==> src/include/core_defs.svh <==
`ifndef CORE_DEFS_SVH
`define CORE_DEFS_SVH

// datapath and address width
`define XLEN 32

// architectural register count, x0 included
`define REG_COUNT 32

// bits needed to index the register file
`define REG_ADDR_W 5

// first instruction address after reset
`define RESET_PC 32'h8000_0000

// sequential pc increment, one 32-bit instruction
`define PC_STEP 32'd4

`endif
==> src/hdl/rv_isa_pkg.sv <==
`default_nettype none

`include "core_defs.svh"

package rv_isa_pkg;

  // one data word or byte address
  typedef logic [`XLEN-1:0] word_t;

  // raw instruction word, always 32 bits in RV32I
  typedef logic [31:0] inst_t;

  // register index as found in the rd and rs1 fields
  typedef logic [`REG_ADDR_W-1:0] reg_idx_t;

  // major opcodes in inst[6:0]
  // only the subset this core executes is listed
  typedef enum logic [6:0] {
    // addi and friends
    OP_IMM = 7'b001_0011,
    // load upper immediate
    LUI    = 7'b011_0111,
    // add upper immediate to pc
    AUIPC  = 7'b001_0111,
    // pc-relative jump and link
    JAL    = 7'b110_1111,
    // register-indirect jump and link
    JALR   = 7'b110_0111,
    // ebreak lives here
    SYSTEM = 7'b111_0011
  } opcode_e;

endpackage

`default_nettype wire

==> src/hdl/core_pkg.sv <==
`default_nettype none

package core_pkg;

  // first adder operand
  // lui adds its immediate to zero
  typedef enum logic [1:0] {
    SRC_RS1  = 2'd0,
    SRC_PC   = 2'd1,
    SRC_ZERO = 2'd2
  } src_a_e;

  // value written back to rd
  typedef enum logic {
    // adder output
    WB_SUM  = 1'b0,
    // pc + 4 for jal and jalr
    WB_LINK = 1'b1
  } wb_sel_e;

  // decode register contents handed to execute
  typedef struct packed {
    rv_isa_pkg::reg_idx_t rs1;
    rv_isa_pkg::reg_idx_t rd;
    // final immediate, already extended and shifted
    rv_isa_pkg::word_t    imm;
    src_a_e               src_a;
    wb_sel_e              wb_sel;
    logic                 reg_write;
    logic                 is_jump;
    logic                 is_halt;
  } decoded_t;

  // one record per executed instruction
  typedef struct packed {
    logic                 valid;
    rv_isa_pkg::word_t    pc;
    rv_isa_pkg::reg_idx_t rd;
    logic                 reg_write;
    rv_isa_pkg::word_t    wdata;
    // address of the instruction expected next
    rv_isa_pkg::word_t    next_pc;
  } retire_t;

endpackage

`default_nettype wire

==> src/hdl/rv_core_top.sv <==
`timescale 1ns/1ps
`default_nettype none

module rv_core_top (
  input  logic              clk,
  input  logic              rst_n,
  input  rv_isa_pkg::inst_t inst,
  input  logic              inst_valid,
  output logic              inst_ready,
  output core_pkg::retire_t retire,
  output rv_isa_pkg::word_t pc,
  output logic              halted
);
  import rv_isa_pkg::*;
  import core_pkg::*;

  // decode to execute
  decoded_t dec;
  logic     dec_valid;
  logic     exec_ready;

  // execute to register file
  reg_idx_t rs1_addr;
  word_t    rs1_data;
  logic     wen;
  reg_idx_t waddr;
  word_t    wdata;

  decode_stage i_decode_stage (
    .clk        (clk),
    .rst_n      (rst_n),
    .inst       (inst),
    .inst_valid (inst_valid),
    .inst_ready (inst_ready),
    .dec        (dec),
    .dec_valid  (dec_valid),
    .exec_ready (exec_ready)
  );

  execute_stage i_execute_stage (
    .clk        (clk),
    .rst_n      (rst_n),
    .dec        (dec),
    .dec_valid  (dec_valid),
    .exec_ready (exec_ready),
    .rs1_addr   (rs1_addr),
    .rs1_data   (rs1_data),
    .wen        (wen),
    .waddr      (waddr),
    .wdata      (wdata),
    .pc         (pc),
    .retire     (retire),
    .halted     (halted)
  );

  register_file i_register_file (
    .clk      (clk),
    .rst_n    (rst_n),
    .rs1_addr (rs1_addr),
    .rs1_data (rs1_data),
    .wen      (wen),
    .waddr    (waddr),
    .wdata    (wdata)
  );

endmodule

`default_nettype wire

==> src/hdl/execute_stage.sv <==
`timescale 1ns/1ps
`default_nettype none

`include "core_defs.svh"

module execute_stage (
  input  logic                 clk,
  input  logic                 rst_n,
  input  core_pkg::decoded_t   dec,
  input  logic                 dec_valid,
  output logic                 exec_ready,
  output rv_isa_pkg::reg_idx_t rs1_addr,
  input  rv_isa_pkg::word_t    rs1_data,
  output logic                 wen,
  output rv_isa_pkg::reg_idx_t waddr,
  output rv_isa_pkg::word_t    wdata,
  output rv_isa_pkg::word_t    pc,
  output core_pkg::retire_t    retire,
  output logic                 halted
);
  import rv_isa_pkg::*;
  import core_pkg::*;

  logic  take;
  word_t op_a;
  word_t sum;
  word_t link;
  word_t next_pc;
  word_t wb_data;

  // stall forever once ebreak retired
  assign exec_ready = !halted;
  assign take       = dec_valid && exec_ready;

  // rs1 read straight from the decode register
  assign rs1_addr = dec.rs1;

  always_comb begin
    case (dec.src_a)
      SRC_RS1: begin
        op_a = rs1_data;
      end
      SRC_PC: begin
        op_a = pc;
      end
      default: begin
        op_a = '0;
      end
    endcase
  end

  // single adder serves all kept instructions
  assign sum  = op_a + dec.imm;
  assign link = pc + `PC_STEP;

  always_comb begin
    if (dec.is_halt) begin
      // ebreak parks the pc on itself
      next_pc = pc;
    end else if (dec.is_jump) begin
      // jalr needs bit 0 cleared
      // jal target already even, so clearing it there is harmless
      next_pc = {sum[`XLEN-1:1], 1'b0};
    end else begin
      next_pc = link;
    end
  end

  assign wb_data = (dec.wb_sel == WB_LINK) ? link : sum;

  // write lands on the same edge as the retire record
  assign wen   = take && dec.reg_write;
  assign waddr = dec.rd;
  assign wdata = wb_data;

  always_ff @(posedge clk or negedge rst_n) begin
    if (!rst_n) begin
      pc     <= `RESET_PC;
      halted <= 1'b0;
    end else if (take) begin
      pc <= next_pc;
      if (dec.is_halt) begin
        halted <= 1'b1;
      end
    end
  end

  // one-cycle retire pulse, fields hold between pulses
  always_ff @(posedge clk or negedge rst_n) begin
    if (!rst_n) begin
      retire <= '0;
    end else begin
      retire.valid <= take;
      if (take) begin
        retire.pc        <= pc;
        retire.rd        <= dec.rd;
        retire.reg_write <= dec.reg_write;
        retire.wdata     <= wb_data;
        retire.next_pc   <= next_pc;
      end
    end
  end

  // ebreak's own record is the last one
  a_no_retire_halted: assert property (
    @(posedge clk) disable iff (!rst_n)
    halted |=> !retire.valid
  );

  a_halt_sticky: assert property (
    @(posedge clk) disable iff (!rst_n)
    halted |=> halted
  );

endmodule

`default_nettype wire

==> src/hdl/register_file.sv <==
`timescale 1ns/1ps
`default_nettype none

`include "core_defs.svh"

module register_file (
  input  logic                 clk,
  input  logic                 rst_n,
  input  rv_isa_pkg::reg_idx_t rs1_addr,
  output rv_isa_pkg::word_t    rs1_data,
  input  logic                 wen,
  input  rv_isa_pkg::reg_idx_t waddr,
  input  rv_isa_pkg::word_t    wdata
);
  import rv_isa_pkg::*;

  word_t regs [`REG_COUNT];

  // x0 is never written
  always_ff @(posedge clk or negedge rst_n) begin
    if (!rst_n) begin
      for (int i = 0; i < `REG_COUNT; i++) begin
        regs[i] <= '0;
      end
    end else if (wen && (waddr != '0)) begin
      regs[waddr] <= wdata;
    end
  end

  // combinational read
  // written value is visible the cycle after the write edge
  assign rs1_data = (rs1_addr == '0) ? '0 : regs[rs1_addr];

  a_x0_zero: assert property (
    @(posedge clk) disable iff (!rst_n)
    regs[0] == '0
  );

endmodule

`default_nettype wire

==> src/hdl/decode_stage.sv <==
`timescale 1ns/1ps
`default_nettype none

`include "core_defs.svh"

module decode_stage (
  input  logic               clk,
  input  logic               rst_n,
  input  rv_isa_pkg::inst_t  inst,
  input  logic               inst_valid,
  output logic               inst_ready,
  output core_pkg::decoded_t dec,
  output logic               dec_valid,
  input  logic               exec_ready
);
  import rv_isa_pkg::*;
  import core_pkg::*;

  opcode_e  opcode;
  word_t    imm_i;
  word_t    imm_u;
  word_t    imm_j;
  decoded_t dec_next;
  logic     accept;

  assign opcode = opcode_e'(inst[6:0]);

  // sign-extended 12-bit immediate
  assign imm_i = {{(`XLEN-12){inst[31]}}, inst[31:20]};
  // upper 20 bits, low 12 zero
  assign imm_u = {inst[31:12], 12'h000};
  // scrambled jump offset, bit 0 always zero
  assign imm_j = {{(`XLEN-20){inst[31]}}, inst[19:12], inst[20], inst[30:21], 1'b0};

  always_comb begin
    // unknown opcodes fall through as a no-op
    dec_next           = '0;
    dec_next.rs1       = inst[19:15];
    dec_next.rd        = inst[11:7];
    dec_next.src_a     = SRC_ZERO;
    dec_next.wb_sel    = WB_SUM;
    case (opcode)
      OP_IMM: begin
        dec_next.imm       = imm_i;
        dec_next.src_a     = SRC_RS1;
        dec_next.reg_write = 1'b1;
      end
      LUI: begin
        dec_next.imm       = imm_u;
        dec_next.reg_write = 1'b1;
      end
      AUIPC: begin
        dec_next.imm       = imm_u;
        dec_next.src_a     = SRC_PC;
        dec_next.reg_write = 1'b1;
      end
      JAL: begin
        // target pc + imm, rd gets pc + 4
        dec_next.imm       = imm_j;
        dec_next.src_a     = SRC_PC;
        dec_next.wb_sel    = WB_LINK;
        dec_next.reg_write = 1'b1;
        dec_next.is_jump   = 1'b1;
      end
      JALR: begin
        dec_next.imm       = imm_i;
        dec_next.src_a     = SRC_RS1;
        dec_next.wb_sel    = WB_LINK;
        dec_next.reg_write = 1'b1;
        dec_next.is_jump   = 1'b1;
      end
      SYSTEM: begin
        // treated as ebreak, no write
        dec_next.is_halt = 1'b1;
      end
      default: begin
        dec_next.reg_write = 1'b0;
        dec_next.is_jump   = 1'b0;
      end
    endcase
  end

  // free slot, or slot drains this cycle
  assign inst_ready = !dec_valid || exec_ready;
  assign accept     = inst_valid && inst_ready;

  always_ff @(posedge clk or negedge rst_n) begin
    if (!rst_n) begin
      dec_valid <= 1'b0;
    end else if (accept) begin
      dec_valid <= 1'b1;
    end else if (exec_ready) begin
      dec_valid <= 1'b0;
    end
  end

  // payload only, qualified by dec_valid
  always_ff @(posedge clk) begin
    if (accept) begin
      dec <= dec_next;
    end
  end

  // a stalled entry must not change under execute
  a_dec_hold: assert property (
    @(posedge clk) disable iff (!rst_n)
    dec_valid && !exec_ready |=> dec_valid && $stable(dec)
  );

endmodule

`default_nettype wire

==> config.mk <==
export PLATFORM = sky130hd
export DESIGN_NAME = rv_core_top
export DESIGN_NICKNAME = d
export VERILOG_FILES = /design/src/hdl/rv_isa_pkg.sv /design/src/hdl/core_pkg.sv /design/src/hdl/rv_core_top.sv /design/src/hdl/execute_stage.sv /design/src/hdl/register_file.sv /design/src/hdl/decode_stage.sv
export VERILOG_INCLUDE_DIRS = /design/src /design/src/include
export SDC_FILE = /design/constraint.sdc
export NUM_CORES = 2
export LEC_CHECK = 0
export BUFFER_PORTS_ARGS = -buffer_cell sky130_fd_sc_hd__buf_2
export CAP_MARGIN = 20
export CORE_ASPECT_RATIO = 0.8
export CORE_MARGIN = 10
export CORE_UTILIZATION = 35
export DETAILED_ROUTE_END_ITERATION = 10
export PLACE_DENSITY = 0.46
export SLEW_MARGIN = 5
export SYNTH_ARGS = -nofsm -noshare
export SYNTH_HDL_FRONTEND = slang
export SYNTH_SLANG_ARGS = --single-unit
==> constraint.sdc <==
create_clock -name clk -period 7.3 [get_ports clk]
set_input_delay 1.46 -clock clk [delete_from_list [all_inputs] [get_ports clk]]
set_output_delay 1.46 -clock clk [all_outputs]
set_load 0.02 [all_outputs]
==> out/metrics.cfg <==
[grt]
grt_pass1_wl_um=276000
grt_antenna_before_repair=10
grt.total_usage=0.218
globalRouteOverflowTotal=0
grt_max_degree=153
first_global_vias=37189

[power_and_ir_drop]
pwr-share-seq=0.494
switching_share=0.222
p_total_uw=13200
intPower_uw=10300
p_clk_frac=0.493
powerDensity_nw_per_um2=216
pwr-share-comb=0.013
p_leak_uw=0.0270
power.switching_uw=2950
vdd_drop_max_uv=194

[sta]
fin_crit_sh=0.846
worstMarginPinSlew_ps=1160
period_needed_ps=6180
hold_ws_ps=373
fin_tns_setup_ps=0
slew_viol_final=0
rsz0062_at_grt=no
skew_ps=23.0
clock.fmax_ghz=0.162
hold_viol_final=0
setup_viol_count_final=0
slew_headroom=0.225
worst_slack_ps=1120

[flow_run]
drv_cap=0

[synth]
ys.flop_type=dfrtp_1
syn_area_per_cell_um2=10.8
synth_top_area_cell=dfrtp_1
synth.ff_latch_count=1175
postSynth.asyncResetShare=0.960
synthTopCellsByArea=dfrtp_1 52%, mux4_2 13%, o21ai_0 8.8%
synth_edf_count=47
seq_area_frac_synth=0.548
ys_warn_count=0
synth_top_area_frac=0.521
ys_types=78
synth_area_um2=54100
synthCells=5034

[cts]
cts_tree=built
post_cts_buffers=0
cts-resized-gates=0
clk_latency_ps=780
cts-root-buf=clkbuf_16
ctsHoldBuffers=0
clk_pin_slew_ps=60
clockBufferDepth=3
ctsHtreeMaxLevel=3
cts_inserted_buffers=120
clock-sinks=1175

[worst_setup_path]
crit_family=multiplexers
worstPathMaxFanout=41
crit_arrival_ps=6780
path_class=reg2reg
cpPeakStageDelay_ps=760
critPathSlowestCell=edfxtp_1
crit_required_ps=7910
path_buf_inv=2
ff2ff_path_depth=15
end_kind=flop
cp.depth=15
worst_setup_path_start_kind=flop
path_cells=buf_12 > mux4_2 > mux4_2 > mux2i_1 > o21ai_0 > ha_1 > a211oi_1 > nor2_1 > o211ai_2 > o211ai_1 > and4_1 > or3_1 > a31oi_2 > buf_4 > o21ai_0

[layout]
multi_input_area_um2=22800
drive_gt1_frac=0.180
n_fill_cell=14744
stdcell_count=7048
final_cell_mix=1137 x nand2_1, 1127 x dfrtp_1, 946 x o21ai_0, 315 x mux4_2, 167 x buf_2
regArea_um2=29600
layout_commonest_cell=nand2_1
area_delta_synth_final_pct=13.2
finalNetCount=4998

[detailed_routing]
dr.pass1.iters=5
via_per_inst=5.41
antenna_left=0
wl_um=188000
drt_iter0_markers=3591
wl_per_cell_um=26.6
drc_errors=0
vias=38143

[floorplanning]
die-area_um2=171000
core_area_um2=153000
pin_count=172
start_util=0.354
die_x_um=460
rows=128
die_y_um=372

[worst_hold_path]
hold_depth=0
hold_path.class=reg2reg

[place]
dp_hpwl_um=112000
globalplace.congestion=0.911
dpl_worst_slack_ps=1180
io_buffers=168
dpl.cell_count=6821

[outcome]
outcome=finished, final reports clean

[registers in the layout, summed over array words and instances, names as in the netlist]
register / cells
i_execute_stage.halted: 1
i_execute_stage.retire: 101
i_register_file.regs: 1024
i_execute_stage.pc: 1
i_decode_stage.dec: 47
i_decode_stage.dec_valid: 1
[cells in the mapped netlist, drive strengths merged, types with 20 or more instances]
library cell	number
xnor2	25
nor3	23
edfxtp	47
a21oi	120
and2	32
nand2	1159
a31oi	21
ha	32
o22ai	20
o21ai	963
mux4	316
buf	92
nor2b	20
clkbuf	428
o31ai	101
mux2i	49
and3	23
mux2	36
a21o	37
nand3	44
dfrtp	1127
nor2	158
[logic make-up after synthesis]
group                    count (synthesis)  synth area share
AO/OA/AOI/OAI                         1332             0.136
XOR/XNOR                                41           0.00663
adder cells (fa/ha/maj)                 33           0.00777
buffers and inverters                  535            0.0403
flip-flops                            1175             0.548
multiplexers                           401             0.148
other                                    1         0.0000693
AND/OR/NAND/NOR                       1516             0.114
[power by group through the flow]
stage,combinational [uW],sequential (uW),clock (uW)
floorplan,8.02,6670,0
global placement,177,6670,0
detailed placement,177,6670,0
CTS,177,6550,6670
global route,194,6540,6940
finish,166,6550,6530
[area by class of cell]
class / count / share of cell area
sequential: 1175 / 0.484
clock inverter: 41 / 0.00827
tap: 2015 / 0.0412
antenna: 2 / 0.0000817
timing repair buffer: 292 / 0.0346
multi-input combinational: 3326 / 0.372
inverter: 15 / 0.00100
clock buffer: 182 / 0.0594
[per-stage QoR]
stage	instance area (um^2)	utilization
after floorplan	54100	-
after global placement	57100	0.373
after detailed placement	57100	0.373
after CTS	61200	0.400
after global routing	61300	0.401
final	61300	0.401
[final timing paths]
check | from | end | slack [ps]
setup / recovery | i_decode_stage.dec[43] | i_register_file.regs[667] | 1120
hold / removal | i_register_file.regs[999] | i_register_file.regs[999] | 370
setup reg to reg | i_decode_stage.dec[43] | i_register_file.regs[667] | 1120
hold reg to reg | i_register_file.regs[999] | i_register_file.regs[999] | 370
max in group asynchronous | rst_n | i_register_file.regs[632] | 5070
min in group asynchronous | rst_n | i_execute_stage.retire[84] | 690
[routing by layer]
layer  vias up  routed length [um]  global-route usage
met3       191               10100              0.0409
li1      17481                   -                   -
met4         0                3480              0.0430
met1     19596               89300               0.319
met5         -                   0                   0
met2       875               84700               0.338
Note: power is estimated with default switching activity, not from simulation.
